### src/frontEnd_params.svh
`ifndef FRONTEND_PARAMS_SVH
`define FRONTEND_PARAMS_SVH

// Warps tracked as one-hot masks
`define WARPS 8

// PC and instruction width
`define XLEN 32

// Return addresses held per warp
`define STACK_DEPTH 4

`endif

### src/simtPkg.sv
`include "frontEnd_params.svh"

package simtPkg;

	typedef logic [`XLEN-1:0] word_t;                // PC or instruction word
	typedef logic [`WARPS-1:0] warpMask_t;           // One bit per warp
	typedef logic [4:0] regIdx_t;
	typedef logic [15:0] imm_t;
	typedef logic [5:0] opcode_t;
	typedef logic [3:0] aluOp_t;
	typedef logic [$clog2(`WARPS):0] warpCount_t;    // Holds 0 up to WARPS

	// ALU operation codes
	localparam aluOp_t ALU_ADD = 4'd0;
	localparam aluOp_t ALU_SUB = 4'd1;
	localparam aluOp_t ALU_MUL = 4'd2;
	localparam aluOp_t ALU_AND = 4'd3;
	localparam aluOp_t ALU_OR  = 4'd4;
	localparam aluOp_t ALU_XOR = 4'd5;
	localparam aluOp_t ALU_SHR = 4'd6;
	localparam aluOp_t ALU_SHL = 4'd7;
	localparam aluOp_t ALU_INV = 4'd15;              // Unknown function code

	typedef enum logic [1:0] {
		sIdle,
		sFetch,
		sDone
	} schedState_t;

endpackage

### src/callStack.sv
`timescale 1ns/1ps
`include "frontEnd_params.svh"

module callStack (
	input  logic               clk,
	input  logic               rst,
	input  logic               start,
	input  logic               fetchValid,
	input  simtPkg::warpMask_t fetchWarp,
	input  logic               call,
	input  logic               ret,
	input  simtPkg::word_t     pushPc,
	output simtPkg::word_t     popPc,
	output simtPkg::warpMask_t empty
);
	import simtPkg::*;

	localparam int IDXW = $clog2(`WARPS);
	localparam int SPW = $clog2(`STACK_DEPTH) + 1;

	word_t stack [`WARPS][`STACK_DEPTH];
	logic [SPW-1:0] sp [`WARPS];   // Entries in use per warp
	logic [SPW-1:0] topPtr;
	logic [IDXW-1:0] fetchIdx;
	logic doPush;
	logic doPop;

	always_comb begin
		fetchIdx = '0;
		for (int w = 0; w < `WARPS; w++) begin
			if (fetchWarp[w])
				fetchIdx = IDXW'(w);
			empty[w] = (sp[w] == '0);
		end
	end

	assign topPtr = sp[fetchIdx] - 1'b1;
	assign popPc = stack[fetchIdx][topPtr[SPW-2:0]];
	assign doPush = fetchValid && call && (sp[fetchIdx] != SPW'(`STACK_DEPTH));   // Drop on overflow
	assign doPop = fetchValid && ret && !empty[fetchIdx];

	always_ff @(posedge clk) begin
		if (rst || start) begin
			for (int w = 0; w < `WARPS; w++)
				sp[w] <= '0;
		end else if (doPush) begin
			sp[fetchIdx] <= sp[fetchIdx] + 1'b1;
		end else if (doPop) begin
			sp[fetchIdx] <= topPtr;
		end
	end

	always_ff @(posedge clk) begin
		if (doPush)
			stack[fetchIdx][sp[fetchIdx][SPW-2:0]] <= pushPc;
	end

endmodule

### config.mk
export PLATFORM = sky130hd
export DESIGN_NAME = callStack
export DESIGN_NICKNAME = d
export VERILOG_FILES = /design/src/simtPkg.sv /design/src/callStack.sv
export VERILOG_INCLUDE_DIRS = /design/src /design/src/src
export SDC_FILE = /design/constraint.sdc
export NUM_CORES = 1
export LEC_CHECK = 0
export BUFFER_PORTS_ARGS = -buffer_cell sky130_fd_sc_hd__buf_2
export CAP_MARGIN = 20
export CORE_ASPECT_RATIO = 0.9
export CORE_MARGIN = 3
export CORE_UTILIZATION = 35
export DETAILED_ROUTE_END_ITERATION = 7
export PLACE_DENSITY = 0.56
export SLEW_MARGIN = 20
export SYNTH_ARGS = -nofsm -noshare
export SYNTH_HDL_FRONTEND = slang
export SYNTH_SLANG_ARGS = --single-unit
export TNS_END_PERCENT = 5
### constraint.sdc
create_clock -name clk -period 10.1 [get_ports clk]
set_clock_uncertainty 0.2 [all_clocks]
set_input_delay 0.505 -clock clk [delete_from_list [all_inputs] [get_ports clk]]
set_output_delay 0.505 -clock clk [all_outputs]
set_load 0.01 [all_outputs]
==> summary.md <==
| Metric | Value |
|---|---|
| Run status | `finished, final reports clean` |
| FFs w/ async S/R, synth | `0` |
| Logic pwr share | `0.075` |
| Die height | `327 um` |
| Drt first pass iters | `6` |
| Post-synth EDFFs | `1,048` |
| Crit. End Element | `primary output` |
| Top post-synthesis cells by area | `edfxtp_1, a22oi_1, nand2_1, mux2i_1, a221o_1` |
| Max Slew Vio Count | `0` |
| Root buf cell | `clkbuf_16` |
| Synth Area per Inst | `16.8 sq um` |
| Vias in the first global route | `24,100` |
| RSZ-0062 raised after global routing | `no` |
| Area grow syn2layout | `14.3%` |
| Req. time, crit path | `9400 ps` |
| Top Ports | `86` |
| CTS tree | `done` |
| First-pass GRT wire length | `181,000 um` |
| Net Sw Frac | `0.232` |
| PnR worst setup slack | `2560 ps` |
| Clock network fraction of design power | `0.394` |
| H-tree depth | `3` |
| TritonCTS Sinks | `1,048` |
| Seq/Total Area, Yosys | `0.785` |
| Layout net count | `2,542` |
| Antenna violation net count after detailed routing | `0` |
| Initial antenna violation count | `7` |
| Power Dens Cells | `198 nW/um^2` |
| Final Hold Fails | `0` |
| Via density | `6.03` |
| Critical path class | `primary input to primary output` |
| Mapped Nets | `2,436` |
| Largest net degree at the start of global routing | `76` |
| Placer Congestion | `0.828` |
| Total track usage | `0.213` |
| Total CTS buffers | `100` |
| YS warnings | `0` |
| Final setup violation count | `0` |
| Initial core utilization | `0.353` |
| Pint | `6960 uW` |
| Sequential Power Share | `0.532` |
| Minimum clock period | `7540 ps` |
| Top_reg_cell synth | `edfxtp_1` |
| Hold_buf cts | `0` |
| Max Clock Freq | `133 MHz` |
| Max Root-Sink Buffers | `3` |
| Psw | `2100 uW` |
| Cts repair resizes | `0` |
| Final wirelength | `129,000 um` |
| Worst-path fanout max | `42` |
| #FFs+latches synth | `1,048` |
| Layout cells sized above 1 | `0.154` |
| Post-DP HPWL | `68,800 um` |
| DIE WIDTH | `363 um` |
| Post-Synthesis Cell Area | `40,100 sq um` |
| Post-CTS setup repair buffer count | `0` |
| Worst IR Drop VDD | `0.146 mV` |
| Post-synthesis cell count | `2,385` |
| Max cap viols | `0` |
| Reg clk slew, reported paths | `60 ps` |
| DRC | `0` |
| Netlist cell types | `76` |
| Worst Hold Class | `primary input to flip-flop` |
| Die ar. | `119,000 sq um` |
| Average wire per standard cell | `31.8 um` |
| Number of placement rows | `117` |
| Crit path DAT | `6830 ps` |
| Dominant cell type by area after synthesis | `edfxtp_1` |
| Via Count | `24,500` |
| Rel. slew slack | `0.235` |
| Worst skew pair latency | `660 ps` |
| Leak | `0.0143 uW` |
| Global route total overflow | `0` |
| Tcrit/Tclk final | `0.746` |
| CP Launch Type | `primary input` |
| Initial DRC Count | `3,245` |
| IO buf count | `84` |
| Share of the synthesized area in the top cell type | `0.785` |
| Worst slack, placed | `2550 ps` |
| Setup TNS | `0 ps` |
| Slew of the pin with the lowest slew margin | `1140 ps` |
| CORE AREA | `113,000 sq um` |
-- synthesized netlist by cell type, types with 7 or more instances --
master     instances
a22o_1            19
a221oi_1          71
o31ai_1            8
nand2_1          182
mux2_2            18
a211oi_1          17
inv_1              7
o21a_1            11
o221ai_1          29
nand2b_1           7
nor2_1            85
a21oi_1           85
a31oi_1           11
nor3_1            33
o211ai_1          40
o32ai_1           11
a2111oi_0         17
a222oi_1          14
o22ai_1           15
nand3_1           34
a221o_1           64
edfxtp_1        1048
a22oi_1          126
o21ai_0           83
nor4_1            10
mux2i_1           67
clkbuf_1          90
buf_1             30
and3_1            14
buf_2             36
-- state kept, by name, summed over array words and instances, names as in the netlist --
register / cells
stack: 1024
sp: 24
-- area by class of cell --
class                   instances  area (sq um)
flip-flops and latches       1048         31500
multi-input cells            1166          8280
clock inverters                59           483
inverters                       8          35.0
repair buffers                167          1100
diodes                          5          12.5
fillers                     10100         67600
clock buffers                 116          2580
well taps                    1487          1860
-- power groups by stage --
| stage | registers, uW | logic [uW] | clock network [uW] |
|---|---|---|---|
| finish | 4820 | 675 | 3570 |
| global placement | 4910 | 664 | 0 |
| detailed placement | 4910 | 673 | 0 |
| floorplan | 4910 | 330 | 0 |
| CTS | 4810 | 675 | 3610 |
| global route | 4810 | 713 | 3780 |
-- through the flow --
stage	instances	hold WS [ps]	utilization	instance area [sq um]	power (uW)
after CTS	4050	72.0	0.404	45800	9100
after global placement	3873	790	0.376	42700	5570
after global routing	4053	135	0.404	45800	9310
final	4056	127	0.404	45800	9060
after detailed placement	3875	802	0.377	42700	5580
after floorplan	2385	404	-	40100	5240
-- final timing paths --
kind | end | cells after the start | slack, ps | startpoint
worst max-delay path | popPc[10] | 15 | 2560 | fetchWarp[3]
worst min-delay path | stack[0][68] | 1 | 130 | pushPc[4]
worst max register to register | stack[2][13] | 11 | 4780 | sp[7][0]
worst min register to register | sp[3][0] | 4 | 1160 | sp[0][0]
-- cells by family (layout without fill, tap and decap cells) --
group / Yosys count / in the layout / share of synthesized area
AO/OA/AOI/OAI: 671 / 671 / 0.126
adder cells (fa/ha/maj): 5 / 5 / 0.00156
buffers and inverters: 171 / 350 / 0.0180
flip-flops: 1048 / 1048 / 0.785
multiplexers: 90 / 90 / 0.0246
other: 0 / 5 / 0
AND/OR/NAND/NOR: 400 / 400 / 0.0449
-- layer usage --
layer  wire length [um]  track usage
met3              12400       0.0417
met1              51800        0.291
met5                  0            0
met4               3790       0.0646
met2              60800        0.344
-- critical path: stages --
cell	delay [ps]
buf_2	100
buf_4	290
or4_1	790
nor3_4	180
buf_4	610
nand2_1	580
o21a_1	380
ha_4	720
clkinv_1	930
a221o_1	560
a221oi_1	210
o221ai_1	190
o311ai_0	220
o21ai_0	290
buf_2	210
-- cell usage in the layout (no fill, tap or decap), types with 16 or more instances in the layout --
master     Yosys  layout
clkinv_1       0      23
edfxtp_1    1048    1048
a221oi_1      71      71
a22oi_1      126     126
buf_4          5      81
mux2i_1       67      67
o221ai_1      29      29
nor2_4         1      37
nor3_1        33      32
buf_2         36      82
nand3_1       34      34
clkinv_2       0      23
o211ai_1      40      40
clkbuf_16      0     101
o21ai_0       83      83
nand2_1      182     182
nor2_1        85      49
a211oi_1      17      16
a21oi_1       85      84
a22o_1        19      19
a221o_1       64      64
mux2_2        18      18
Power figures use the tool's default switching activity.
