File: src/frontEnd_params.svh
`ifndef FRONTEND_PARAMS_SVH
`define FRONTEND_PARAMS_SVH

// Warps tracked as one-hot masks
`define WARPS 8

// PC and instruction width
`define XLEN 32

// Return addresses held per warp
`define STACK_DEPTH 4

`endif

File: src/simtPkg.sv
`include "frontEnd_params.svh"

package simtPkg;

	typedef logic [`XLEN-1:0] word_t;                // PC or instruction word
	typedef logic [`WARPS-1:0] warpMask_t;           // One bit per warp
	typedef logic [4:0] regIdx_t;
	typedef logic [15:0] imm_t;
	typedef logic [5:0] opcode_t;
	typedef logic [3:0] aluOp_t;
	typedef logic [$clog2(`WARPS):0] warpCount_t;    // Holds 0 up to WARPS

	// ALU operation codes
	localparam aluOp_t ALU_ADD = 4'd0;
	localparam aluOp_t ALU_SUB = 4'd1;
	localparam aluOp_t ALU_MUL = 4'd2;
	localparam aluOp_t ALU_AND = 4'd3;
	localparam aluOp_t ALU_OR  = 4'd4;
	localparam aluOp_t ALU_XOR = 4'd5;
	localparam aluOp_t ALU_SHR = 4'd6;
	localparam aluOp_t ALU_SHL = 4'd7;
	localparam aluOp_t ALU_INV = 4'd15;              // Unknown function code

	typedef enum logic [1:0] {
		sIdle,
		sFetch,
		sDone
	} schedState_t;

endpackage

File: src/retireCounter.sv
`timescale 1ns/1ps
`include "frontEnd_params.svh"

module retireCounter (
	input  logic                clk,
	input  logic                rst,
	input  logic                start,
	input  simtPkg::warpMask_t  launchMask,
	input  logic                exitFetch,
	output simtPkg::warpCount_t retiredWarps,
	output logic                allRetired
);
	import simtPkg::*;

	warpCount_t launched;
	warpCount_t launchCount;

	always_comb begin
		launchCount = '0;
		for (int i = 0; i < `WARPS; i++)
			launchCount = launchCount + warpCount_t'(launchMask[i]);
	end

	always_ff @(posedge clk) begin
		if (rst) begin
			launched <= '0;
			retiredWarps <= '0;
		end else if (start) begin
			launched <= launchCount;
			retiredWarps <= '0;
		end else if (exitFetch) begin
			retiredWarps <= retiredWarps + 1'b1;
		end
	end

	assign allRetired = (retiredWarps == launched) && (launched != '0);   // Empty launch never completes

endmodule

File: config.mk
export PLATFORM = sky130hd
export DESIGN_NAME = retireCounter
export DESIGN_NICKNAME = d
export VERILOG_FILES = /design/src/simtPkg.sv /design/src/retireCounter.sv
export VERILOG_INCLUDE_DIRS = /design/src /design/src/src
export SDC_FILE = /design/constraint.sdc
export NUM_CORES = 1
export LEC_CHECK = 0
export BUFFER_PORTS_ARGS = -buffer_cell sky130_fd_sc_hd__buf_4
export CAP_MARGIN = 40
export CORE_AREA = 2 2 39 41
export CTS_CLUSTER_DIAMETER = 150
export DETAILED_ROUTE_END_ITERATION = 8
export DIE_AREA = 0 0 41 43
export SYNTH_ARGS = -nofsm -noshare
export SYNTH_HDL_FRONTEND = slang
export SYNTH_SLANG_ARGS = --single-unit
File: constraint.sdc
create_clock -name clk -period 2.9 [get_ports clk]
set_input_delay 0.145 -clock clk [delete_from_list [all_inputs] [get_ports clk]]
set_output_delay 0.145 -clock clk [all_outputs]
set_load 0.1 [all_outputs]
==> metrics, run 1 <==
sequential element share of the synthesized area=30.3%; Row Count=14; clock latency at the later pin of the worst-skew pair=260 ps; max frequency=0.394 GHz; highest net fanout along the worst path=2; overflow left after global routing=0; Clock transition at path regs=60 ps; portion of total power attributed to the clock network=26.4%; clk_skew=8.03 ps; switching power summed over all nets=107 uW; H-tree lvl count=1; number of warnings printed during yosys synthesis=0; post-synthesis share of cell area spent on full adders, half adders and majority gates=24.6%; Filler Cell Count=136; combined area of the multi-input logic cells=337 um2; number of failing setup endpoints in the final timing report=0; Min Clock Period, post-route=2540 ps; Fin. Hold Viols=0; final period utilization=87.4%; beginning of the critical path=launchMask[0]; net count of the finished layout=95; initial antenna violation count=0; Startpoint Class=input pin; endpoint class of the critical path=flip-flop; remaining design rule violation count=0; antenna violation net count after detailed routing=0; combinational family with the most area after synthesis=adder cells; number of cells in the finished layout apart from fillers=89; worst hold path class=in2reg; syn avg cell area=9.45 um2; number of DRC markers after the initial detailed-route iteration=0; clk root buf=sky130_fd_sc_hd__clkbuf_4; number of buffers added to fix hold violations after cts=0; estimated wirelength of the detail-placed design=733 um; maximum number of buffers from clock root to sink=2; post-CTS setup buffer count=0; ratio of cells with drive above 1 in the final layout=27.4%; share of synthesized cell area in and, or, nand and nor gates=12.8%; critical register-to-register path startpoint=retiredWarps[0]; CTS Buf Count=3; cell internal pwr=219 uW; wire length per cell=10.4 um; Switching Share=32.8%; number of max-slew violations in the final report=0; number of standard cells after synthesis=56; clock tree from TritonCTS=yes; power per standard cell area=467 mW/mm2; dominant synthesized flop cell=sky130_fd_sc_hd__dfxtp_1; EDFF count, synth=0; core box area=0.00138 mm2; required time at the worst-slack endpoint=3070 ps; vertical die dimension=43 um; Worst Tran Pin Value=260 ps; syn_nets=76; VDD IR max=0.335 mV; vias in the first global route=356; via density per instance=4.58; share of the synthesized netlist area taken by xor and xnor gates=11.6%; worst min-delay path startpoint=rst; Initial Utilization=38.2%; Sum Neg Setup Slack=0 ps; Worst Path Arrival=2710 ps; wirelength, routed=930 um; number of port buffers=16; number of maximum-capacitance constraint violations=0; first-pass GRT wire length=1550 um; compound-gate portion of the synthesized area=6.62%; number of placed cells counting well taps=86; flop and latch count out of synthesis=8; total vias in the final route=408; Seq pwr share=38.7%; Die Width=41 um; combinational fraction of design power=34.8%; total power consumption of the routed design=326 uW; fraction of synthesis flops using an asynchronous set or reset pin=0%; cell area after technology mapping=529 um2; run status=finished, final reports clean; post-synth cell types=19; reported leakage power=0.352 nW; iteration count of the initial detailed-routing pass=1; IO Pins=17; share of cell area taken by muxes after synthesis=5.67%; count of cells resized by post-cts repair=0; overall die area=0.00176 mm2; largest net degree at the start of global routing=11; unrepaired setup endpoints after global routing=false; global-route usage over all layers=13.5%; RD Place Congestion=0.717; crit path kind=in2reg; sinks on the clock net=8; synthesis-to-layout area growth=31.7%; worst-case headroom to the max-slew limit=82.6%; sequential cell area in the final layout=160 um2; number of antenna diodes=0
[routing by layer]
layer  track usage, %  routed length [um]
met4             4.00                   0
met3             7.85                  57
met2             15.6                 420
met1             20.7                 452
met5                0                   0
[logic make-up (layout without fill, tap and decap cells)]
family,after synthesis,after routing
simple gates,14,14
compound gates,4,4
buf+inv,12,29
flops,8,8
mux,3,3
fa+ha+maj,8,8
xor+xnor,7,7
[worst max-delay path, stage by stage]
cell,delay [ps]
sky130_fd_sc_hd__buf_4,110
sky130_fd_sc_hd__fa_1,520
sky130_fd_sc_hd__inv_1,50
sky130_fd_sc_hd__fa_1,450
sky130_fd_sc_hd__fa_1,490
sky130_fd_sc_hd__inv_1,40
sky130_fd_sc_hd__ha_1,180
sky130_fd_sc_hd__inv_1,70
sky130_fd_sc_hd__fa_1,410
sky130_fd_sc_hd__a211oi_1,240
[power by group through the flow]
| stage | combinational [mW] | sequential, mW | clock [mW] |
|---|---|---|---|
| final | 0.113 | 0.126 | 0.0861 |
| after global routing | 0.132 | 0.127 | 0.0934 |
| after CTS | 0.116 | 0.127 | 0.0885 |
| after detailed placement | 0.114 | 0.129 | 0 |
| after global placement | 0.115 | 0.129 | 0 |
| after floorplan | 0.0792 | 0.134 | 0 |
[registers in the layout (all words and copies together) (netlist names)]
name and flops:
launched 4, retiredWarps 4
[metrics by stage]
step | hold WS (ps) | setup slack, ps | utilization, % | area [um2]
CTS | 118 | 354 | 50.4 | 697
global route | 127 | 237 | 50.4 | 697
finish | 119 | 365 | 50.4 | 697
detailed placement | 391 | 98.5 | 48.7 | 674
floorplan | 322 | 114 | - | 542
global placement | 389 | 112 | 48.7 | 674
[cell usage after synthesis, types with 2 or more instances]
cell	count	share of area, %
sky130_fd_sc_hd__xnor2_1	2	3.3
sky130_fd_sc_hd__nand2_1	2	1.4
sky130_fd_sc_hd__inv_1	10	7.1
sky130_fd_sc_hd__nor2_1	3	2.1
sky130_fd_sc_hd__dfxtp_1	8	30
sky130_fd_sc_hd__nor3_1	5	4.7
sky130_fd_sc_hd__xor2_1	5	8.3
sky130_fd_sc_hd__fa_1	4	15
sky130_fd_sc_hd__ha_1	4	9.5
sky130_fd_sc_hd__clkbuf_1	2	1.4
sky130_fd_sc_hd__mux2i_1	3	5.7
[cells in the final DEF, fill, tap and decap left out]
master	Yosys	final
sky130_fd_sc_hd__a2111oi_4	0	1
sky130_fd_sc_hd__a211oi_1	1	1
sky130_fd_sc_hd__a21o_1	1	1
sky130_fd_sc_hd__a21oi_1	1	1
sky130_fd_sc_hd__buf_4	0	16
sky130_fd_sc_hd__clkbuf_4	0	3
sky130_fd_sc_hd__dfxtp_1	8	8
sky130_fd_sc_hd__fa_1	4	4
sky130_fd_sc_hd__ha_1	4	4
sky130_fd_sc_hd__inv_1	10	10
sky130_fd_sc_hd__mux2i_1	3	3
sky130_fd_sc_hd__nand2_1	2	2
sky130_fd_sc_hd__nand2b_1	1	1
sky130_fd_sc_hd__nand3_1	1	1
sky130_fd_sc_hd__nand4_1	1	1
sky130_fd_sc_hd__nor2_1	3	3
sky130_fd_sc_hd__nor3_1	5	5
sky130_fd_sc_hd__or3_1	1	1
sky130_fd_sc_hd__xnor2_1	2	2
sky130_fd_sc_hd__xor2_1	5	5
[path summary, 6_finish.rpt]
check	depth (start not counted)	endpoint	slack [ps]
max reg2reg	4	retiredWarps[2]	1870
min	2	launched[0]	120
max	10	launched[1]	360
min reg2reg	2	launched[1]	490
[final cells by class]
| type | count | area share [%] |
|---|---|---|
| inverter | 10 | 5.39 |
| tap | 16 | 2.87 |
| timing repair buffer | 16 | 17.2 |
| sequential | 8 | 23.0 |
| multi-input combinational | 36 | 48.3 |
| clock buffer | 3 | 3.23 |
No activity file was read; power rests on OpenSTA's default activity.
==> inputs of run 2 (changes only) <==
--- a/config.mk
+++ b/config.mk
@@ -12,6 +12,7 @@
 export CTS_CLUSTER_DIAMETER = 150
 export DETAILED_ROUTE_END_ITERATION = 8
 export DIE_AREA = 0 0 41 43
+export REMOVE_ABC_BUFFERS = 1
 export SYNTH_ARGS = -nofsm -noshare
 export SYNTH_HDL_FRONTEND = slang
 export SYNTH_SLANG_ARGS = --single-unit
==> metrics, run 2 (synthesis gave the netlist of run 1 again) <==
beginning of the critical path=launchMask[0]; H-tree lvl count=1 (unchanged); overflow left after global routing=0 (unchanged); number of port buffers=16 (unchanged); reported leakage power=0.352 nW (about the same); Clock transition at path regs=50 ps (about the same); RD Place Congestion=0.719 (+0.25%); worst hold path class=in2reg; via density per instance=4.63 (+0.98%); first-pass GRT wire length=1640 um (+6.3%); clock latency at the later pin of the worst-skew pair=250 ps (about the same); estimated wirelength of the detail-placed design=789 um (+7.6%); core box area=0.00138 mm2 (unchanged); Fin. Hold Viols=0 (unchanged); commonest non-fill, non-tap cell in the layout=sky130_fd_sc_hd__buf_4; worst-case headroom to the max-slew limit=81.6% (-0.95 points); Row Count=14 (unchanged); wire length per cell=10.6 um (+1.4%); total power consumption of the routed design=320 uW (-1.7%); crit path kind=in2reg; Hold WS=124 ps (+4.50 ps); global-route usage over all layers=14.7% (+1.2 points); switching power summed over all nets=102 uW (-4.4%); final design utilization=49.5% (-0.90 points); Die Width=41 um (unchanged); Min Clock Period, post-route=2580 ps (+42.5 ps); total vias in the final route=412 (+0.98%); number of DRC markers after the initial detailed-route iteration=6 (+6); critical register-to-register path startpoint=retiredWarps[1]; maximum number of buffers from clock root to sink=2 (unchanged); Critical Path End=launched[2]; sinks on the clock net=8 (unchanged); vias in the first global route=418 (+17%); count of cells resized by post-cts repair=0 (unchanged); net count of the finished layout=95 (unchanged); wirelength, routed=943 um (+1.4%); power per standard cell area=468 mW/mm2 (+0.11%); unrepaired setup endpoints after global routing=false; final period utilization=88.9% (+1.5 points); Seq pwr share=39.5% (+0.8 points); largest net degree at the start of global routing=11 (unchanged); clk root buf=sky130_fd_sc_hd__clkbuf_4; endpoint class of the critical path=flip-flop; portion of total power attributed to the clock network=25.8% (-0.6 points); largest registers ranked by flip-flop count=launched (4), retiredWarps (4); Switching Share=31.9% (-0.90 points); combinational fraction of design power=34.8% (about the same); Worst Path Arrival=2720 ps (about the same); number of maximum-capacitance constraint violations=0 (unchanged); synthesis-to-layout area growth=29.3%; ratio of cells with drive above 1 in the final layout=27.4% (unchanged); Initial Utilization=38.2% (unchanged); vertical die dimension=43 um (unchanged); number of max-slew violations in the final report=0 (unchanged); VDD IR max=0.300 mV (-11%); run status=finished, final reports clean; CTS Buf Count=3 (unchanged); remaining design rule violation count=0 (unchanged); clk_skew=1.05 ps (-6.97 ps); number of cells on the worst reg-to-reg path=4 (unchanged); number of buffers added to fix hold violations after cts=0 (unchanged); number of antenna diodes=0 (unchanged); Startpoint Class=input pin; most frequent cells in the layout=sky130_fd_sc_hd__buf_4, sky130_fd_sc_hd__inv_1, sky130_fd_sc_hd__dfxtp_1; cell internal pwr=218 uW (-0.37%); max frequency=0.388 GHz (-1.7%); post-CTS setup buffer count=0 (unchanged); endpoint of the worst-slack reg-to-reg timing path=retiredWarps[2]; required time at the worst-slack endpoint=3040 ps (-30 ps); overall die area=0.00176 mm2 (unchanged); IO Pins=17 (unchanged); clock tree from TritonCTS=yes; highest net fanout along the worst path=2 (unchanged); antenna violation net count after detailed routing=0 (unchanged); iteration count of the initial detailed-routing pass=3 (+2); initial antenna violation count=0 (unchanged); r2r setup slk=1890 ps (+20 ps); Worst Tran Pin Value=278 ps (+17.4 ps); number of failing setup endpoints in the final timing report=0 (unchanged)
-- run 2: final cells by class --
type	count	area [um2]
Clock buffer	3	22.5
Multi-Input combinational cell	36	324
Tap cell	16	20.0
Fill cell	141	699
Timing Repair Buffer	16	120
Inverter	10	37.5
Sequential cell	8	160
-- run 2: worst min-delay path by stage --
stage,startpoint,end,slack [ps],depth (start not counted)
after global placement,rst,launched[3],390,2
after CTS,rst,launched[3],110,2
after global routing,rst,retiredWarps[3],120,2
final,rst,launched[3],120,2
after floorplan,rst,launched[3],210,1
after detailed placement,rst,launched[3],380,2
-- run 2: metrics by stage --
step	setup TNS [ps]	cells	instance area [um2]	worst slack (ps)
after floorplan	-580	54	522	-580
after global placement	0	86	662	96.4
after detailed placement	0	86	662	30.2
after CTS	0	89	684	299
after global routing	0	89	684	227
final	0	89	684	322
-- run 2: worst max-delay path, stage by stage --
cell and delay, ps:
sky130_fd_sc_hd__buf_4 120, sky130_fd_sc_hd__fa_1 530, sky130_fd_sc_hd__inv_1 50, sky130_fd_sc_hd__fa_1 490, sky130_fd_sc_hd__fa_1 410, sky130_fd_sc_hd__inv_1 60, sky130_fd_sc_hd__ha_1 180, sky130_fd_sc_hd__inv_1 60
sky130_fd_sc_hd__fa_1 380, sky130_fd_sc_hd__xnor2_1 140, sky130_fd_sc_hd__mux2i_1 130, sky130_fd_sc_hd__nor2_1 50
-- run 2: routing by layer --
layer	track usage, %	vias up	routed length [um]
li1	-	217	-
met1	18.6	187	435
met2	19.4	6	464
met3	7.85	2	35
met4	8.00	0	8
met5	0	-	0
-- run 2: power by group through the flow --
stage | combinational, mW | clock, mW | sequential [mW]
after global placement | 0.109 | 0 | 0.129
after floorplan | 0.0728 | 0 | 0.134
after global routing | 0.128 | 0.0994 | 0.127
after detailed placement | 0.115 | 0 | 0.129
after CTS | 0.115 | 0.0876 | 0.126
final | 0.111 | 0.0824 | 0.126
