==> config.mk <==
export PLATFORM = sky130hd
export DESIGN_NAME = instrBuffer
export DESIGN_NICKNAME = d
export VERILOG_FILES = /design/src/simtPkg.sv /design/src/instrBuffer.sv
export VERILOG_INCLUDE_DIRS = /design/src /design/src/src
export SDC_FILE = /design/constraint.sdc
export NUM_CORES = 1
export LEC_CHECK = 0
export BUFFER_PORTS_ARGS = -buffer_cell sky130_fd_sc_hd__buf_4
export CAP_MARGIN = 25
export CORE_MARGIN = 1.5
export CORE_UTILIZATION = 50
export CTS_CLUSTER_DIAMETER = 60
export DETAILED_ROUTE_END_ITERATION = 12
export HOLD_SLACK_MARGIN = 0.15
export PLACE_DENSITY_LB_ADDON = 0.3
export SLEW_MARGIN = 10
export SYNTH_ARGS = -nofsm -noshare
export SYNTH_HDL_FRONTEND = slang
export SYNTH_SLANG_ARGS = --single-unit
==> constraint.sdc <==
create_clock -name clk -period 2.85 [get_ports clk]
set_input_delay 0 -clock clk [delete_from_list [all_inputs] [get_ports clk]]
set_output_delay 0 -clock clk [all_outputs]
set_load 0.1 [all_outputs]
==> src/frontEnd_params.svh <==
`ifndef FRONTEND_PARAMS_SVH
`define FRONTEND_PARAMS_SVH

// Warps tracked as one-hot masks
`define WARPS 8

// PC and instruction width
`define XLEN 32

// Return addresses held per warp
`define STACK_DEPTH 4

`endif

==> src/simtPkg.sv <==
`include "frontEnd_params.svh"

package simtPkg;

	typedef logic [`XLEN-1:0] word_t;                // PC or instruction word
	typedef logic [`WARPS-1:0] warpMask_t;           // One bit per warp
	typedef logic [4:0] regIdx_t;
	typedef logic [15:0] imm_t;
	typedef logic [5:0] opcode_t;
	typedef logic [3:0] aluOp_t;
	typedef logic [$clog2(`WARPS):0] warpCount_t;    // Holds 0 up to WARPS

	// ALU operation codes
	localparam aluOp_t ALU_ADD = 4'd0;
	localparam aluOp_t ALU_SUB = 4'd1;
	localparam aluOp_t ALU_MUL = 4'd2;
	localparam aluOp_t ALU_AND = 4'd3;
	localparam aluOp_t ALU_OR  = 4'd4;
	localparam aluOp_t ALU_XOR = 4'd5;
	localparam aluOp_t ALU_SHR = 4'd6;
	localparam aluOp_t ALU_SHL = 4'd7;
	localparam aluOp_t ALU_INV = 4'd15;              // Unknown function code

	typedef enum logic [1:0] {
		sIdle,
		sFetch,
		sDone
	} schedState_t;

endpackage

==> src/instrBuffer.sv <==
`timescale 1ns/1ps
`include "frontEnd_params.svh"

module instrBuffer (
	input  logic               clk,
	input  logic               rst,
	input  logic               fetchValid,
	input  simtPkg::warpMask_t fetchWarp,
	input  simtPkg::word_t     fetchAddr,
	input  simtPkg::word_t     instr,
	input  simtPkg::aluOp_t    aluOp,
	input  simtPkg::regIdx_t   dst,
	input  logic               regWrite,
	input  logic               memRead,
	input  logic               memWrite,
	input  logic               shared,
	input  logic               immValid,
	input  logic               src1Valid,
	input  logic               src2Valid,
	input  logic               branch,
	input  logic               issueAck,
	output simtPkg::warpMask_t slotFull,
	output logic               issueValid,
	output simtPkg::warpMask_t issueWarp,
	output simtPkg::word_t     issuePc,
	output simtPkg::word_t     issueInstr,
	output simtPkg::aluOp_t    issueAluOp,
	output simtPkg::regIdx_t   issueDst,
	output logic               issueRegWrite,
	output logic               issueMemRead,
	output logic               issueMemWrite,
	output logic               issueShared,
	output logic               issueImmValid,
	output logic               issueSrc1Valid,
	output logic               issueSrc2Valid,
	output logic               issueBranch
);
	import simtPkg::*;

	localparam int IDXW = $clog2(`WARPS);

	word_t pcSlot [`WARPS];
	word_t instrSlot [`WARPS];
	aluOp_t opSlot [`WARPS];
	regIdx_t dstSlot [`WARPS];
	logic [7:0] flagSlot [`WARPS];
	logic [IDXW-1:0] issueIdx;

	// Lowest full slot wins
	always_comb begin
		issueIdx = '0;
		for (int w = `WARPS - 1; w >= 0; w--) begin
			if (slotFull[w])
				issueIdx = IDXW'(w);
		end
	end

	assign issueValid = |slotFull;
	assign issueWarp = issueValid ? (warpMask_t'(1) << issueIdx) : '0;
	assign issuePc = pcSlot[issueIdx];
	assign issueInstr = instrSlot[issueIdx];
	assign issueAluOp = opSlot[issueIdx];
	assign issueDst = dstSlot[issueIdx];
	assign {issueRegWrite, issueMemRead, issueMemWrite, issueShared,
		issueImmValid, issueSrc1Valid, issueSrc2Valid, issueBranch} = flagSlot[issueIdx];

	always_ff @(posedge clk) begin
		if (rst)
			slotFull <= '0;
		else
			slotFull <= (slotFull & ~((issueAck && issueValid) ? issueWarp : '0))
				| (fetchValid ? fetchWarp : '0);
	end

	always_ff @(posedge clk) begin
		for (int w = 0; w < `WARPS; w++) begin
			if (fetchValid && fetchWarp[w]) begin
				pcSlot[w] <= fetchAddr;
				instrSlot[w] <= instr;
				opSlot[w] <= aluOp;
				dstSlot[w] <= dst;
				flagSlot[w] <= {regWrite, memRead, memWrite, shared,
					immValid, src1Valid, src2Valid, branch};
			end
		end
	end

endmodule

==> flow_summary.yaml, run 1 <==
job:
  maxCapViolations: 0
power:
  clockPowerShare: 0.294
  leakage_nw: 11.9
  power_frac_seq: 0.401
  switchingPower_mw: 9.49
  combPwrFrac: 0.305
  p_per_area_nw_per_um2: 829
  internal-power_mw: 19.4
  max-vdd-ir-drop_mv: 0.529
  p_sw_frac: 0.329
final_layout:
  final_cell_mix: "edfxtp_1 (648), nand2_1 (171), buf_4 (147)"
  drive_gt1_frac: 0.307
  nFillCells: 3251
  synthToLayoutAreaGrowth_pct: 33.7
  seq_area_sq_um: 19600
  final_common_cell: "edfxtp_1"
  final_nets: 2105
  multi_input_area_sq_um: 7240
global_route:
  grt.total_usage: 0.260
  grt_max_degree: 58
  grt_antenna_before_repair: 5
  grt_pass1_vias: 17000
  overflow: 0
  grt_first_pass_wirelength_mm: 104
sta:
  slew_violations: 0
  fin_skew_ns: 0.000832
  fin_ws_ns: -0.217
  hold_viol: 0
  timing.final.crit_period_ns: 3.07
  fmax_ghz: 0.326
  relSlewSlack: 0.501
  worst_pin_slew_ns: 0.749
  hold_slack_ns: 0.185
  fin_crit_sh: 1.08
  setup_violations: 75
  rsz0062_at_grt: "true"
logic_synthesis:
  synth_area_sq_um: 26000
  syn_nets: 1760
  ys.flop_type: "edfxtp_1"
  synthCells: 1667
  yosysWarnings: 0
  synth-seq-cells: 656
  synthArstFlopShare: 0
  ys_types: 46
  ys_seq_area_frac: 0.754
  syn_area_per_cell_sq_um: 15.6
  synth_edf_count: 648
clock_network:
  htreeDepth: 3
  cts_buffer_depth: 3
  root_buffer: "clkbuf_16"
  numCtsBuffers: 69
  cts_tree: "done"
  insertion_delay_ns: 0.59
  path_clk_slew_ns: 0.06
  clock-sinks: 656
critical_path:
  end_kind: "output pin"
  worstPathMaxFanout: 10
  reg2reg_from: "slotFull[4]"
  worstPathRequired_ns: 2.85
  reg2reg_depth: 7
  crit_type: "reg -> out"
  crit_path_start_kind: "register"
  regToRegEndpoint: "slotFull[6]"
  crit_arrival_ns: 3.07
  critPathLaunch: "slotFull[6]"
  r2r_slack_ns: 0.23
die:
  die_area_sq_um: 53400
  row_count: 83
  die_w_um: 231
  ios: 191
  chipHeight_um: 231
  start_util: 0.506
  core_sq_um: 51400
placement:
  post-place-ws_ns: 0.266
  hpwlAfterDp_mm: 36.8
  io_buffers: 190
  gp_congestion: 0.816
drt:
  ant_nets: 0
  drc: 0
  vias: 17200
  drtPass1Iterations: 5
  viasPerCell: 6.25
  routed_wl_mm: 73.5
  wl_per_cell_um: 26.8
  drt_iter0_markers: 1732
min_path:
  min_from: "instr[23]"
  worstHoldPathCells: 2
  min_to: "instrSlot[6][23]"
  hold_class: "in -> reg"
status:
  outcome: "finished with violations"
  violations: "setup timing"
-- cells in the mapped netlist (7+ instances only) --
cell type	instances	area share
edfxtp_1	648	0.75
nand2_1	190	0.027
a21oi_1	96	0.018
nand3_1	80	0.015
nand3b_1	71	0.020
a221oi_1	63	0.021
clkbuf_1	61	0.0088
a21o_1	59	0.017
o221a_1	58	0.025
buf_2	31	0.0060
a22o_1	27	0.0091
a32oi_1	27	0.0091
nand2b_1	24	0.0058
o21ai_0	23	0.0044
a22oi_1	22	0.0063
a31oi_1	22	0.0053
a41o_1	22	0.0085
nor2_1	17	0.0025
and2_1	16	0.0038
buf_4	11	0.0032
nor2b_1	11	0.0026
a221o_1	10	0.0038
buf_1	9	0.0013
mux2i_1	9	0.0035
o32ai_1	9	0.0030
dfxtp_1	8	0.0062
o221a_2	8	0.0035
inv_1	7	0.0010
-- metrics by stage --
step | cell area [sq um] | power (mW) | std cells | util | setup TNS [ns]
2_1_floorplan | 26200 | 16.7 | 1667 | - | 0
3_3_place_gp | 28800 | 18.3 | 2478 | 0.559 | 0
3_5_place_dp | 28800 | 18.4 | 2478 | 0.559 | 0
4_1_cts | 33600 | 28.1 | 2728 | 0.653 | -8.08
5_1_grt | 34800 | 29.6 | 2744 | 0.677 | -13.94
6_report | 34800 | 28.9 | 2744 | 0.677 | -7.54
-- cell families after synthesis --
| group | count (synthesis) | synth area share |
|---|---|---|
| muxes | 14 | 0.00562 |
| DFF | 656 | 0.754 |
| and+or+nand+nor | 420 | 0.0817 |
| AOI/OAI and AO/OA | 458 | 0.139 |
| buffers and inverters | 119 | 0.0202 |
-- area by class of cell --
| type | count | area share |
|---|---|---|
| antenna | 1 | 0.0000719 |
| clock buffer | 87 | 0.0528 |
| clock inverter | 35 | 0.00751 |
| inverter | 7 | 0.00104 |
| multi-input combinational | 892 | 0.208 |
| sequential | 656 | 0.564 |
| tap | 680 | 0.0244 |
| timing repair buffer | 386 | 0.142 |
-- registers in the layout, summed over array words and instances, names as in the netlist --
register,cells
instrSlot,256
dstSlot,40
opSlot,32
flagSlot,64
slotFull,8
pcSlot,256
-- power groups by stage --
stage	logic (mW)	clock network [mW]	registers [mW]
6_report	8.81	8.47	11.6
5_1_grt	9.11	8.90	11.6
4_1_cts	8.06	8.54	11.5
2_1_floorplan	4.94	0	11.7
3_3_place_gp	6.67	0	11.7
3_5_place_dp	6.74	0	11.7
-- worst max-delay path: stages (launching register included) --
cell and delay (ns):
dfxtp_4 0.36, nand2b_4 0.15, a2111o_2 0.51, nor3_4 0.16, buf_6 0.15, buf_12 0.16
buf_12 0.15, nand2_1 0.11, a22oi_2 0.24, o221a_4 0.28, buf_12 0.18
-- layer usage --
| metal | vias up | global-route usage | routed length [um] |
|---|---|---|---|
| li1 | 7445 | - | - |
| met1 | 8674 | 0.344 | 28900 |
| met2 | 889 | 0.430 | 36200 |
| met3 | 136 | 0.0589 | 6490 |
| met4 | 8 | 0.0833 | 1880 |
| met5 | - | 0 | 54 |
-- worst max-delay path by stage --
stage,to,slack [ns],cells after the start
detailed placement,issueBranch,0.27,8
global placement,issueBranch,0.31,8
floorplan,issueAluOp[2],0.004,10
global route,issueAluOp[3],-0.28,10
finish,issueAluOp[3],-0.22,10
CTS,issuePc[17],-0.19,10
-- timing repair --
action | CTS | global route
hold buffers | 97 | 0
endpoints found under the setup margin | 81 | 82
hold endpoints to repair | 846 | 0
gates resized for setup | 298 | 188
cloned | 9 | 11
pin swaps | 38 | 90
setup buffers | 22 | 6
Note: power is estimated with default switching activity, not from simulation.
==> inputs of run 2 (changes only) <==
--- a/config.mk
+++ b/config.mk
@@ -18,3 +18,4 @@
 export SYNTH_ARGS = -nofsm -noshare
 export SYNTH_HDL_FRONTEND = slang
 export SYNTH_SLANG_ARGS = --single-unit
+export TNS_END_PERCENT = 5
==> run 2 against run 1 <==
Against the previous run:
- count of clock-buffer cells in the layout fell by 5
- sequential share of layout area up 0.41 points
- clock power is 9.3% higher
- combinational power decreased by 2.8%
- highest routed layer unchanged
- first-iteration DRC count up 12%
- the flow still finishes with violations (setup timing)
- non-clock buffer count grew 9
- critical endpoint is now issuePc[0]
- worst setup slack lost 0.044 ns
==> flow_summary.yaml, run 2 (synthesis results as in run 1) <==
status:
  outcome: "finished with violations"
  violations: "setup timing"
critical_path:
  crit_arrival_ns: 3.11
  worstPathRequired_ns: 2.85
  end_kind: "output pin"
  worstPathMaxFanout: 7
  crit_type: "reg -> out"
  crit_path_start_kind: "register"
drt:
  ant_nets: 0
  drtPass1Iterations: 5
  drc: 0
  wl_per_cell_um: 26.8
  drt_iter0_markers: 1939
  viasPerCell: 6.26
  routed_wl_mm: 74.0
  vias: 17300
sta:
  fin_skew_ns: 0.0104
  worst_pin_slew_ns: 0.786
  slew_violations: 0
  fin_ws_ns: -0.261
  hold_slack_ns: 0.169
  rsz0062_at_grt: "true"
  timing.final.crit_period_ns: 3.11
  relSlewSlack: 0.476
  hold_viol: 0
  fmax_ghz: 0.321
  setup_violations: 85
  fin_crit_sh: 1.09
final_layout:
  final_common_cell: "edfxtp_1"
  nFillCells: 3311
  final_cell_mix: "edfxtp_1 (648), nand2_1 (177), buf_4 (148)"
  final_nets: 2114
  biggestRegsByFlops: "instrSlot: 256 flops, pcSlot: 256 flops, flagSlot: 64 flops"
  synthToLayoutAreaGrowth_pct: 32.7
  multi_input_area_sq_um: 6690
  drive_gt1_frac: 0.292
  seq_area_sq_um: 19600
  post-route-util: 0.672
placement:
  io_buffers: 190
  gp_congestion: 0.817
  hpwlAfterDp_mm: 36.6
global_route:
  grt.total_usage: 0.273
  grt_pass1_vias: 17600
  grt_max_degree: 67
  grt_antenna_before_repair: 5
  overflow: 0
  grt_first_pass_wirelength_mm: 108
die:
  start_util: 0.506
  core_sq_um: 51400
  ios: 191
  die_area_sq_um: 53400
  row_count: 83
  chipHeight_um: 231
  die_w_um: 231
clock_network:
  cts_tree: "done"
  clock-sinks: 656
  numCtsBuffers: 69
  path_clk_slew_ns: 0.06
  root_buffer: "clkbuf_16"
  htreeDepth: 3
  insertion_delay_ns: 0.61
  cts_buffer_depth: 3
power:
  total_power_mw: 29.4
  leakage_nw: 12.0
  max-vdd-ir-drop_mv: 0.570
  p_per_area_nw_per_um2: 850
min_path:
  hold_class: "in -> reg"
job:
  maxCapViolations: 0
==> run 2: per-layer routing <==
| layer | GRT usage | part of all wire |
|---|---|---|
| met2 | 0.449 | 0.49 |
| met3 | 0.0608 | 0.095 |
| met4 | 0.0940 | 0.023 |
| met5 | 0 | 0.00053 |
| met1 | 0.359 | 0.39 |
==> run 2: final timing paths <==
| kind | startpoint | end | slack, ns | cells after the start |
|---|---|---|---|---|
| worst max register to register | slotFull[4] | slotFull[6] | 0.02 | 8 |
| worst min-delay path | instr[27] | instrSlot[7][27] | 0.17 | 2 |
| worst min register to register | slotFull[3] | slotFull[3] | 0.86 | 4 |
| worst max-delay path | slotFull[6] | issuePc[0] | -0.26 | 11 |
==> run 2: stage by stage <==
step | TNS, ns | area [sq um] | cells | setup WS [ns]
after detailed placement | 0 | 28700 | 2476 | 0.225
after floorplan | -0.0332 | 26200 | 1667 | -0.0302
after global routing | -20.33 | 34500 | 2755 | -0.323
after CTS | -12.53 | 34100 | 2747 | -0.233
after global placement | 0 | 28700 | 2476 | 0.233
final | -13.93 | 34500 | 2758 | -0.261
==> run 2: power by group <==
part / internal [mW] / switching, mW
clock network: 5.53 / 3.73
logic: 3.03 / 5.53
registers: 11.3 / 0.215
total: 19.9 / 9.47
==> run 2: area by class of cell <==
| type | instances | area share |
|---|---|---|
| Antenna cell | 3 | 0.000217 |
| Clock buffer | 82 | 0.0541 |
| Clock inverter | 43 | 0.0137 |
| Inverter | 7 | 0.00105 |
| Multi-Input combinational cell | 892 | 0.194 |
| Sequential cell | 656 | 0.569 |
| Tap cell | 680 | 0.0246 |
| Timing Repair Buffer | 395 | 0.144 |
==> run 2: timing repair <==
item / 4_1_cts / 5_1_grt
setup buffers: 31 / 1
resized for setup: 320 / 53
pin swaps: 43 / 39
endpoints found under the setup margin: 82 / 85
hold endpoints to repair: 845 / 0
hold buffers: 106 / 0
gates cloned: 10 / 7
==> run 2: worst max-delay path, stage by stage, from the launching register on <==
cell      delay, ns
dfxtp_4        0.36
nand2b_4       0.16
a2111o_2       0.51
nor3_4         0.20
buf_6          0.18
buf_12         0.14
buf_12         0.11
buf_16         0.13
nand2_1        0.09
a22oi_2        0.17
o221a_2        0.26
buf_12         0.18
