**config.mk**
```make
export PLATFORM = sky130hd
export DESIGN_NAME = instrDecode
export DESIGN_NICKNAME = d
export VERILOG_FILES = /design/src/simtPkg.sv /design/src/instrDecode.sv
export VERILOG_INCLUDE_DIRS = /design/src /design/src/src
export SDC_FILE = /design/constraint.sdc
export NUM_CORES = 1
export LEC_CHECK = 0
export BUFFER_PORTS_ARGS = -buffer_cell sky130_fd_sc_hd__buf_2
export CAP_MARGIN = 20
export CORE_MARGIN = 8
export CORE_UTILIZATION = 30
export DETAILED_ROUTE_END_ITERATION = 8
export PLACE_DENSITY = 0.75
export SLEW_MARGIN = 25
export SYNTH_ARGS = -nofsm -noshare
export SYNTH_HDL_FRONTEND = slang
export SYNTH_SLANG_ARGS = --single-unit
```
**constraint.sdc**
```tcl
create_clock -name vclk -period 1.6
set_input_delay 0.24 -clock vclk [all_inputs]
set_output_delay 0.24 -clock vclk [all_outputs]
set_load 0.05 [all_outputs]
```
**src/frontEnd_params.svh**
```systemverilog
`ifndef FRONTEND_PARAMS_SVH
`define FRONTEND_PARAMS_SVH

// Warps tracked as one-hot masks
`define WARPS 8

// PC and instruction width
`define XLEN 32

// Return addresses held per warp
`define STACK_DEPTH 4

`endif

```
**src/simtPkg.sv**
```systemverilog
`include "frontEnd_params.svh"

package simtPkg;

	typedef logic [`XLEN-1:0] word_t;                // PC or instruction word
	typedef logic [`WARPS-1:0] warpMask_t;           // One bit per warp
	typedef logic [4:0] regIdx_t;
	typedef logic [15:0] imm_t;
	typedef logic [5:0] opcode_t;
	typedef logic [3:0] aluOp_t;
	typedef logic [$clog2(`WARPS):0] warpCount_t;    // Holds 0 up to WARPS

	// ALU operation codes
	localparam aluOp_t ALU_ADD = 4'd0;
	localparam aluOp_t ALU_SUB = 4'd1;
	localparam aluOp_t ALU_MUL = 4'd2;
	localparam aluOp_t ALU_AND = 4'd3;
	localparam aluOp_t ALU_OR  = 4'd4;
	localparam aluOp_t ALU_XOR = 4'd5;
	localparam aluOp_t ALU_SHR = 4'd6;
	localparam aluOp_t ALU_SHL = 4'd7;
	localparam aluOp_t ALU_INV = 4'd15;              // Unknown function code

	typedef enum logic [1:0] {
		sIdle,
		sFetch,
		sDone
	} schedState_t;

endpackage

```
**src/instrDecode.sv**
```systemverilog
`timescale 1ns/1ps

module instrDecode (
	input  simtPkg::word_t   instr,
	output simtPkg::aluOp_t  aluOp,
	output simtPkg::regIdx_t dst,
	output simtPkg::imm_t    imm,
	output simtPkg::word_t   target,
	output logic             regWrite,
	output logic             memRead,
	output logic             memWrite,
	output logic             shared,
	output logic             dotS,
	output logic             immValid,
	output logic             src1Valid,
	output logic             src2Valid,
	output logic             beq,
	output logic             blt,
	output logic             jmp,
	output logic             call,
	output logic             ret,
	output logic             exit
);
	import simtPkg::*;

	opcode_t opcode;
	regIdx_t rt;
	regIdx_t rd;
	logic [5:0] funct;
	logic [12:0] ctrl;

	assign opcode = instr[31:26];
	assign rt = instr[20:16];
	assign rd = instr[15:11];
	assign funct = instr[5:0];

	// regWrite memRead memWrite shared immValid src1 src2 | beq blt jmp call ret exit
	assign {regWrite, memRead, memWrite, shared, immValid, src1Valid, src2Valid,
		beq, blt, jmp, call, ret, exit} = ctrl;

	// Bit 4 of the opcode marks the .S variant
	always_comb begin
		case (opcode)
			6'b000000, 6'b010000:
				ctrl = 13'b1000011_000000;   // ALU register
			6'b001000, 6'b011000, 6'b001100, 6'b011100,
			6'b001101, 6'b011101, 6'b001110, 6'b011110:
				ctrl = 13'b1000110_000000;   // ADDI ANDI ORI XORI
			6'b100011, 6'b110011:
				ctrl = 13'b1100110_000000;   // LD
			6'b100111, 6'b110111:
				ctrl = 13'b1101110_000000;   // LDS
			6'b101011, 6'b111011:
				ctrl = 13'b0010111_000000;   // SW
			6'b101111, 6'b111111:
				ctrl = 13'b0011111_000000;   // SWS
			6'b000100, 6'b010100:
				ctrl = 13'b0000011_100000;   // BEQ
			6'b000111, 6'b010111:
				ctrl = 13'b0000011_010000;   // BLT
			6'b000010, 6'b010010:
				ctrl = 13'b0000000_001000;   // J
			6'b000011:
				ctrl = 13'b0000000_000100;   // CALL
			6'b000110:
				ctrl = 13'b0000000_000010;   // RET
			6'b100001:
				ctrl = 13'b0000000_000001;   // EXIT
			default:
				ctrl = '0;
		endcase
	end

	always_comb begin
		if (immValid) begin
			case (opcode[3:0])
				4'b1000: aluOp = ALU_ADD;   // ADDI
				4'b1100: aluOp = ALU_AND;   // ANDI
				4'b1101: aluOp = ALU_OR;    // ORI
				4'b1110: aluOp = ALU_XOR;   // XORI
				default: aluOp = ALU_INV;
			endcase
		end else begin
			case (funct)
				6'b100000: aluOp = ALU_ADD;
				6'b100010: aluOp = ALU_SUB;
				6'b011000: aluOp = ALU_MUL;
				6'b100100: aluOp = ALU_AND;
				6'b100101: aluOp = ALU_OR;
				6'b100110: aluOp = ALU_XOR;
				6'b000010: aluOp = ALU_SHR;
				6'b000000: aluOp = ALU_SHL;
				default:   aluOp = ALU_INV;
			endcase
		end
	end

	assign dotS = opcode[4];
	assign dst = (memRead || immValid) ? rt : rd;   // Loads and immediates write rt
	assign imm = instr[15:0];
	assign target = {4'b0000, instr[25:0], 2'b00};   // Word index to byte address

endmodule

```
==> results of run 1 <==
[repair_timing]
item | in CTS | in global routing
setup buffers | 4 | 3
setup endpoints to repair | 12 | 15
resized for setup | 49 | 15
pin swaps | 5 | 2
[kinds of logic (layout without fill, tap and decap cells)]
kind of cell / Yosys count / after routing / share of synthesized area
AOI/OAI and AO/OA: 20 / 20 / 0.153
xor gates and xnor gates: 1 / 1 / 0.00975
adders and majority gates: 5 / 5 / 0.0696
buffers and inverters: 60 / 114 / 0.487
other: 1 / 6 / 0.00417
and+or+nand+nor: 51 / 51 / 0.276
[cells in the mapped netlist, drive strengths merged]
cell    number  share of area
nor2b        1         0.0070
conb         1         0.0042
ha           5          0.070
o21ai        6          0.033
and2         1         0.0070
nand2b       2          0.014
nor3b        1         0.0084
clkinv       1         0.0098
nor3         1         0.0056
o21a         1         0.0084
or2b         1         0.0084
and3b        1         0.0098
xnor2        1         0.0098
inv          6          0.025
o41a         1          0.013
buf         52           0.45
nand3        3          0.017
and4b        1          0.011
clkbuf       1         0.0042
nand2       21          0.088
a31oi        4          0.042
nand4b       1         0.0098
a21oi        2          0.011
o22ai        3          0.021
and3         5          0.035
a22oi        1         0.0084
o211ai       2          0.017
nor2        11          0.046
nor4b        1         0.0098
[layer usage]
metal | GRT usage | share of wire | wire length [um] | up-vias
li1 | - | - | - | 521
met1 | 0.0957 | 0.33 | 978 | 469
met2 | 0.207 | 0.54 | 1610 | 53
met3 | 0.0452 | 0.11 | 330 | 6
met4 | 0.0277 | 0.020 | 61 | 0
met5 | 0 | 0 | 0 | -
[worst max-delay path by stage]
stage / end / slack [ns] / from
6_report: dst[1] / -0.28 / instr[26]
5_1_grt: dst[1] / -0.32 / instr[26]
4_1_cts: aluOp[1] / -0.28 / instr[26]
2_1_floorplan: aluOp[0] / -0.33 / instr[26]
3_3_place_gp: dst[4] / -0.44 / instr[26]
3_5_place_dp: dst[1] / -0.46 / instr[26]
[placed cells by master, fill, tap and decap left out, types with 2 or more instances in the layout]
cell type  netlist  layout
buf_2            0      55
nor2_1          11       8
nand2_2          0       2
inv_1            5       5
buf_6            1       9
nand2b_1         2       2
conb_1           1       6
ha_2             0       2
nand3_1          3       3
a31oi_4          0       3
nand2_1         21      10
o211ai_1         2       2
and3_1           5       4
o21ai_0          6       3
buf_4           49      34
nor2_2           0       2
nand2_4          0       9
buf_8            0       8
ha_1             5       2
o21ai_1          0       2
[report_power, final]
part | switching, uW | internal [uW] | total (uW)
combinational | 454 | 238 | 693
clock | 0 | 0 | 0
sequential | 0 | 0 | 0
[cell type report]
class,instances,area (um2),area share
inverter,7,31.3,0.0207
timing repair buffer,107,772,0.512
tap,33,41.3,0.0274
multi-input combinational,83,664,0.440
[stage by stage]
stage	std cells	setup TNS (ns)	util	total power, uW
2_1_floorplan	143	-2.27	-	575
5_1_grt	230	-3.77	0.511	727
3_3_place_gp	223	-4.51	0.419	585
3_5_place_dp	223	-4.68	0.419	589
4_1_cts	227	-3.22	0.483	664
6_report	230	-3.14	0.511	693
==> flow_summary.json, run 1 <==
{
  "status": "finished with violations",
  "violations": "setup timing",
  "fmax_mhz": 532,
  "antenna_cells": 0,
  "netlist_area_um2": 898,
  "cts_hold_buf": 0,
  "end_kind": "primary output",
  "path_cells": "buf_8 -> ha_4 -> and2_4 -> o41a_1 -> clkinv_4 -> buf_12 -> nand2_2 -> nand2_4 -> buf_8",
  "rows": 20,
  "seq_cell_count": 0,
  "ioPinCount": 103,
  "design_area_mm2": 0.00151,
  "drv_cap": 0,
  "grt-ovfl-total": 0,
  "coreArea_mm2": 0.00295,
  "antenna_found_initial": 0,
  "vias_per_cell": 4.56,
  "hpwl_um": 2350,
  "cpMaxStageDelayCell": "o41a_1",
  "die_height_um": 70.7,
  "path_class": "input pin to primary output",
  "vias": 1049,
  "syn_avg_cell_area_um2": 6.51,
  "grt_pass1_wl_um": 4580,
  "dpl-instance-area_mm2": 0.00124,
  "synthCells": 138,
  "gp_routability_congestion": 0.818,
  "final-max-slew-violation-count": 0,
  "worstPathArrival_ns": 1.64,
  "hold_viol_final": 0,
  "antenna_left": 0,
  "nFillCells": 282,
  "portBuffers": 72,
  "first_pass_iters": 4,
  "final_net_count": 236,
  "yosysWarnings": 0,
  "max_stage_delay_ns": 0.50,
  "wl_per_cell_um": 13.0,
  "yosysUniqueCellTypes": 34,
  "worst_slack_ns": -0.279,
  "pre_cts_slack_ns": -0.455,
  "critical_path_cell_count": 9,
  "worstPathMaxFanout": 6,
  "crit_buf_inv": 4,
  "seq_area_frac_synth": 0,
  "leakagePower_uw": 0.000818,
  "drc": 0,
  "grt_pass1_vias": 1063,
  "grt_max_degree": 12,
  "first_iter_violations": 10,
  "whs_path_depth": 0,
  "cellPowerDensity_mw_per_mm2": 459,
  "initial_core_util": 0.304,
  "cpMostUsedCell": "buf_8",
  "hp-start": "instr[25]",
  "period_minus_slack_ns": 1.88,
  "hold_path_class": "input pin to primary output",
  "drive_gt1_frac": 0.690,
  "critPathLaunchType": "input pin",
  "clkbuf_count": 0,
  "die_w_um": 70.7,
  "cp_data_required_time_ns": 1.36,
  "track_usage": 0.106,
  "setup_viol": 15,
  "dieArea_mm2": 0.00500,
  "wirelength_um": 2980,
  "holdWs_ns": 0.480,
  "rsz0062_at_grt": "yes",
  "regArea_um2": 0,
  "whs_endpoint": "target[27]",
  "areaGrowthSynthToFinish_pct": 68.0,
  "cpLargestDelayFamily": "buffers and inverters",
  "timing.final.crit_share": 1.17,
  "ir_drop_mv": 0.121
}
No activity file was read; power rests on OpenSTA's default activity.
==> inputs of run 2 (changes only) <==
--- a/config.mk
+++ b/config.mk
@@ -8,11 +8,12 @@
 export LEC_CHECK = 0
 export BUFFER_PORTS_ARGS = -buffer_cell sky130_fd_sc_hd__buf_2
 export CAP_MARGIN = 20
+export CELL_PAD_IN_SITES_DETAIL_PLACEMENT = 0
+export CELL_PAD_IN_SITES_GLOBAL_PLACEMENT = 1
 export CORE_MARGIN = 8
-export CORE_UTILIZATION = 30
+export CORE_UTILIZATION = 19
 export DETAILED_ROUTE_END_ITERATION = 8
-export PLACE_DENSITY = 0.75
-export SLEW_MARGIN = 25
+export PLACE_DENSITY = 0.79
 export SYNTH_ARGS = -nofsm -noshare
 export SYNTH_HDL_FRONTEND = slang
 export SYNTH_SLANG_ARGS = --single-unit
==> run 2 against run 1 <==
Critical endpoint unchanged. Worst setup slack improved by 0.040 ns. The flow still finishes with violations (setup timing). Fmax rose by 2.2%. Sequential cell count did not move. Largest power group unchanged.
==> flow_summary.json, run 2 (synthesis results as in run 1) <==
{
  "rsz0062_at_grt": "yes",
  "track_usage": 0.0711,
  "violations": "setup timing",
  "portBuffers": 72,
  "final-max-slew-violation-count": 0,
  "multi_input_area_um2": 663,
  "vias_per_cell": 4.11,
  "drc": 0,
  "worstPathMaxFanout": 6,
  "path_class": "input pin to primary output",
  "whs_endpoint": "target[24]",
  "rows": 25,
  "seq_cell_count": 0,
  "worstPathArrival_ns": 1.60,
  "coreArea_mm2": 0.00463,
  "final_common_cell": "buf_2",
  "final_net_count": 235,
  "clkbuf_count": 0,
  "cellPowerDensity_mw_per_mm2": 453,
  "grt_use_met2": 0.142,
  "wl_per_cell_um": 11.8,
  "die_w_um": 84.8,
  "antenna_cells": 0,
  "hpwl_um": 2520,
  "nFillCells": 479,
  "first_iter_violations": 13,
  "busiest_layer": "met2",
  "critPathLaunchType": "input pin",
  "pre_cts_slack_ns": -0.484,
  "antenna_left": 0,
  "status": "finished with violations",
  "cpMaxStageDelayCell": "o41a_1",
  "grt_pass1_vias": 1055,
  "vias": 1027,
  "path_cells": "buf_8 -> inv_4 -> ha_4 -> nor2_4 -> o41a_1 -> clkinv_4 -> buf_12 -> nand2_4 -> nand2_4 -> buf_8",
  "layout_common_cells": "buf_2 (58), buf_4 (31), nand2_1 (11), nor2_1 (10), nand2_4 (10)",
  "ioPinCount": 103,
  "wirelength_um": 2940,
  "drive_gt1_frac": 0.679,
  "areaGrowthSynthToFinish_pct": 72.3,
  "ir_drop_mv": 0.105,
  "first_pass_iters": 3,
  "hold_path_class": "input pin to primary output",
  "dp_cells": 246,
  "regArea_um2": 0,
  "worst_slack_ns": -0.239,
  "hp-start": "instr[22]",
  "die_height_um": 84.8,
  "grt-ovfl-total": 0,
  "cts_hold_buf": 0,
  "dieArea_mm2": 0.00718,
  "cp_data_required_time_ns": 1.36,
  "max_stage_delay_ns": 0.50,
  "setup_viol": 11,
  "period_minus_slack_ns": 1.84,
  "use_met3": 0.0351,
  "fin_cells": 250,
  "holdWs_ns": 0.480,
  "drv_cap": 0,
  "hold_viol_final": 0,
  "leakagePower_uw": 0.000832,
  "timing.final.crit_share": 1.15,
  "fmax_mhz": 544,
  "grt_util_met1": 0.0659,
  "gp_routability_congestion": 0.769,
  "end_kind": "primary output",
  "antenna_found_initial": 0,
  "grt_pass1_wl_um": 4600,
  "fin_tns_setup_ns": -2.45,
  "grt_max_degree": 12,
  "whs_path_depth": 0,
  "initial_core_util": 0.194
}
[run 2: cell types whose count changed in the layout (fill, tap and decap cells not counted), moves of 3 or more]
| cell | previous run | this run |
|---|---|---|
| buf_12 | 1 | 4 |
| buf_6 | 9 | 6 |
| buf_4 | 34 | 31 |
| buf_2 | 55 | 58 |
[run 2: critical path, delay by kind of cell]
kind / cells / cell delay, ns
buf+inv: 5 / 0.56
compound gates: 1 / 0.50
fa+ha+maj: 1 / 0.14
simple gates: 3 / 0.14
[run 2: how the worst max path moves through the flow]
stage          startpoint  endpoint  slack, ns  cells after the start
2_1_floorplan   instr[26]  aluOp[0]      -0.33                      8
3_3_place_gp    instr[26]  aluOp[1]      -0.45                      9
3_5_place_dp    instr[26]  aluOp[1]      -0.48                      9
4_1_cts         instr[27]  aluOp[0]      -0.30                      8
5_1_grt         instr[27]    dst[1]      -0.30                     10
6_report        instr[27]    dst[1]      -0.24                     10
[run 2: where the power goes]
part / switching [uW] / internal (uW) / total [uW]
Combinational: 453 / 247 / 700
Clock: 0 / 0 / 0
Sequential: 0 / 0 / 0
Total: 453 / 247 / 700
[run 2: metal layers]
metal / wire length, um / vias to the layer above / part of all wire
met5: 0 / - / 0
met4: 0 / 0 / 0
met3: 362 / 0 / 0.12
met2: 1530 / 46 / 0.52
met1: 1050 / 465 / 0.36
li1: - / 516 / -
[run 2: area by class of cell]
class | instances | share of cell area
inverter | 7 | 0.0267
tap | 54 | 0.0437
multi-input combinational | 83 | 0.428
timing repair buffer | 106 | 0.501
[run 2: timing repair]
item                                    CTS  global route
endpoints found under the setup margin   12            12
gates cloned                              0             0
pin swaps                                 7             7
endpoints found under the hold margin     0             0
resized for setup                        47            18
setup buffers                             3             2
[run 2: stage by stage]
stage | utilization | power, uW | area, um2
after CTS | 0.314 | 669 | 1450
after global placement | 0.276 | 595 | 1280
after floorplan | - | 575 | 1020
after global routing | 0.334 | 739 | 1550
final | 0.334 | 700 | 1550
after detailed placement | 0.276 | 596 | 1280
==> inputs of run 3 (changes only) <==
--- a/config.mk
+++ b/config.mk
@@ -10,10 +10,13 @@
 export CAP_MARGIN = 20
 export CELL_PAD_IN_SITES_DETAIL_PLACEMENT = 0
 export CELL_PAD_IN_SITES_GLOBAL_PLACEMENT = 1
+export CORE_ASPECT_RATIO = 0.9
 export CORE_MARGIN = 8
 export CORE_UTILIZATION = 19
 export DETAILED_ROUTE_END_ITERATION = 8
+export GPL_TIMING_DRIVEN = 0
 export PLACE_DENSITY = 0.79
+export SLEW_MARGIN = 15
 export SYNTH_ARGS = -nofsm -noshare
 export SYNTH_HDL_FRONTEND = slang
 export SYNTH_SLANG_ARGS = --single-unit
==> run 3 against run 2 <==
The flow still finishes with violations (setup timing). Hold slack improved by 0.30 ns. Die area about the same. Non-clock buffer count increased by 39. Via count increased by 8.9%. Core utilization increased by 6.0 points. Sequential share of layout area unchanged. Fmax decreased by 5.3%. Largest cell class unchanged.
==> flow_summary.json, run 3 (synthesis results as in run 1) <==
{
  "path_class": "input pin to primary output",
  "track_usage": 0.0849,
  "nFillCells": 473,
  "antenna_found_initial": 0,
  "gp_routability_congestion": 0.765,
  "final-max-slew-violation-count": 0,
  "path_cells": "buf_8 -> ha_4 -> and2_4 -> o41a_1 -> buf_6 -> clkinv_8 -> buf_12 -> a31oi_4 -> a31oi_4 -> buf_8",
  "coreArea_mm2": 0.00449,
  "dieArea_mm2": 0.00719,
  "drive_gt1_frac": 0.740,
  "regArea_um2": 0,
  "final_net_count": 274,
  "cellPowerDensity_mw_per_mm2": 466,
  "grt_pass1_wl_um": 5180,
  "drc": 0,
  "power_frac_comb": 1.000,
  "seq_cell_count": 0,
  "whs_endpoint": "target[27]",
  "violations": "setup timing",
  "p_clk_frac": 0,
  "period_minus_slack_ns": 1.94,
  "layout_common_cells": "buf_2 (73), buf_4 (54), nor2_1 (10), nand2_2 (8), buf_8 (8)",
  "rsz0062_at_grt": "yes",
  "grt_pass1_vias": 1165,
  "dpl-instance-area_mm2": 0.00153,
  "p_int_uw": 294,
  "fmax_mhz": 515,
  "portBuffers": 87,
  "vias": 1118,
  "drv_cap": 0,
  "leakagePower_uw": 0.000975,
  "cts_hold_buf": 0,
  "status": "finished with violations",
  "initial_core_util": 0.200,
  "worstPathArrival_ns": 1.70,
  "max_stage_delay_ns": 0.41,
  "antenna_left": 0,
  "tightest_slew_ns": 0.534,
  "critPathLaunchType": "input pin",
  "wl_per_cell_um": 11.1,
  "hp-start": "instr[25]",
  "ioPinCount": 103,
  "whs_path_depth": 2,
  "antenna_cells": 0,
  "grt_max_degree": 11,
  "setup_viol": 11,
  "rows": 23,
  "hpwl_um": 2840,
  "grt-ovfl-total": 0,
  "ir_drop_mv": 0.191,
  "vias_per_cell": 3.76,
  "design_area_mm2": 0.00177,
  "pre_cts_slack_ns": -0.581,
  "power_uw": 825,
  "die_height_um": 81.2,
  "first_pass_iters": 4,
  "hold_viol_final": 0,
  "timing.final.crit_share": 1.21,
  "wirelength_um": 3280,
  "cp_data_required_time_ns": 1.36,
  "switching_share": 0.644,
  "hold_path_class": "input pin to primary output",
  "cpMaxStageDelayCell": "o41a_1",
  "areaGrowthSynthToFinish_pct": 97.1,
  "holdWs_ns": 0.783,
  "first_iter_violations": 13,
  "die_w_um": 88.5,
  "final_common_cell": "buf_2",
  "switching_power_uw": 531,
  "end_kind": "primary output",
  "clkbuf_count": 0,
  "slew_headroom": 0.643,
  "worstPathMaxFanout": 5,
  "worst_slack_ns": -0.341,
  "power_frac_seq": 0
}
## run 3: changes by cell type in the layout (fill, tap and decap cells not counted), moves of 2 or more
| cell | delta |
|---|---|
| buf_4 | +23 |
| nand2_1 | -4 |
| buf_2 | +15 |
| o21ai_1 | -2 |
| nand2_4 | -4 |
| buf_6 | -2 |
| clkbuf_4 | +2 |
| nand2_2 | +8 |
| buf_12 | -2 |
## run 3: how the worst max path moves through the flow
stage / startpoint / endpoint / slack (ns) / depth (start not counted)
final: instr[27] / aluOp[0] / -0.34 / 10
after global routing: instr[26] / aluOp[0] / -0.38 / 10
after CTS: instr[27] / aluOp[3] / -0.36 / 10
after detailed placement: instr[26] / aluOp[0] / -0.58 / 11
after global placement: instr[26] / aluOp[0] / -0.57 / 10
after floorplan: instr[26] / aluOp[0] / -0.33 / 8
## run 3: worst max-delay path, delay by kind of cell
family	cells	cell delay, ns
adder cells (fa/ha/maj)	1	0.15
AND/OR/NAND/NOR	1	0.12
buffers and inverters	5	0.56
AO/OA/AOI/OAI	3	0.60
## run 3: power by group through the flow
| stage | sequential (uW) | clock, uW | combinational, uW |
|---|---|---|---|
| global route | 0 | 0 | 870 |
| detailed placement | 0 | 0 | 727 |
| floorplan | 0 | 0 | 575 |
| CTS | 0 | 0 | 826 |
| global placement | 0 | 0 | 725 |
| finish | 0 | 0 | 825 |
## run 3: timing repair
action,in CTS,in global routing
setup buffers,4,0
gates cloned,1,0
resized for setup,51,6
setup endpoints to repair,17,13
pin swaps,3,0
hold endpoints to repair,0,0
## run 3: through the flow
stage | instances | utilization | setup TNS, ns
5_1_grt | 297 | 0.394 | -3.44
4_1_cts | 297 | 0.391 | -3.04
2_1_floorplan | 143 | - | -2.27
3_3_place_gp | 292 | 0.341 | -5.56
3_5_place_dp | 292 | 0.341 | -5.70
6_report | 297 | 0.394 | -2.96
## run 3: cell type report
type,instances,area (um2),share of cell area
multi-input cells,83,631,0.356
repair buffers,92,614,0.347
plain buffers,53,409,0.231
well taps,62,77.6,0.0438
inverters,7,38.8,0.0219
## run 3: metal layers
metal	track usage	up-vias	wire, um
met5	0	-	0
met4	0	0	0
met3	0.0151	0	316
met2	0.177	48	1770
met1	0.0892	472	1200
li1	-	598	-
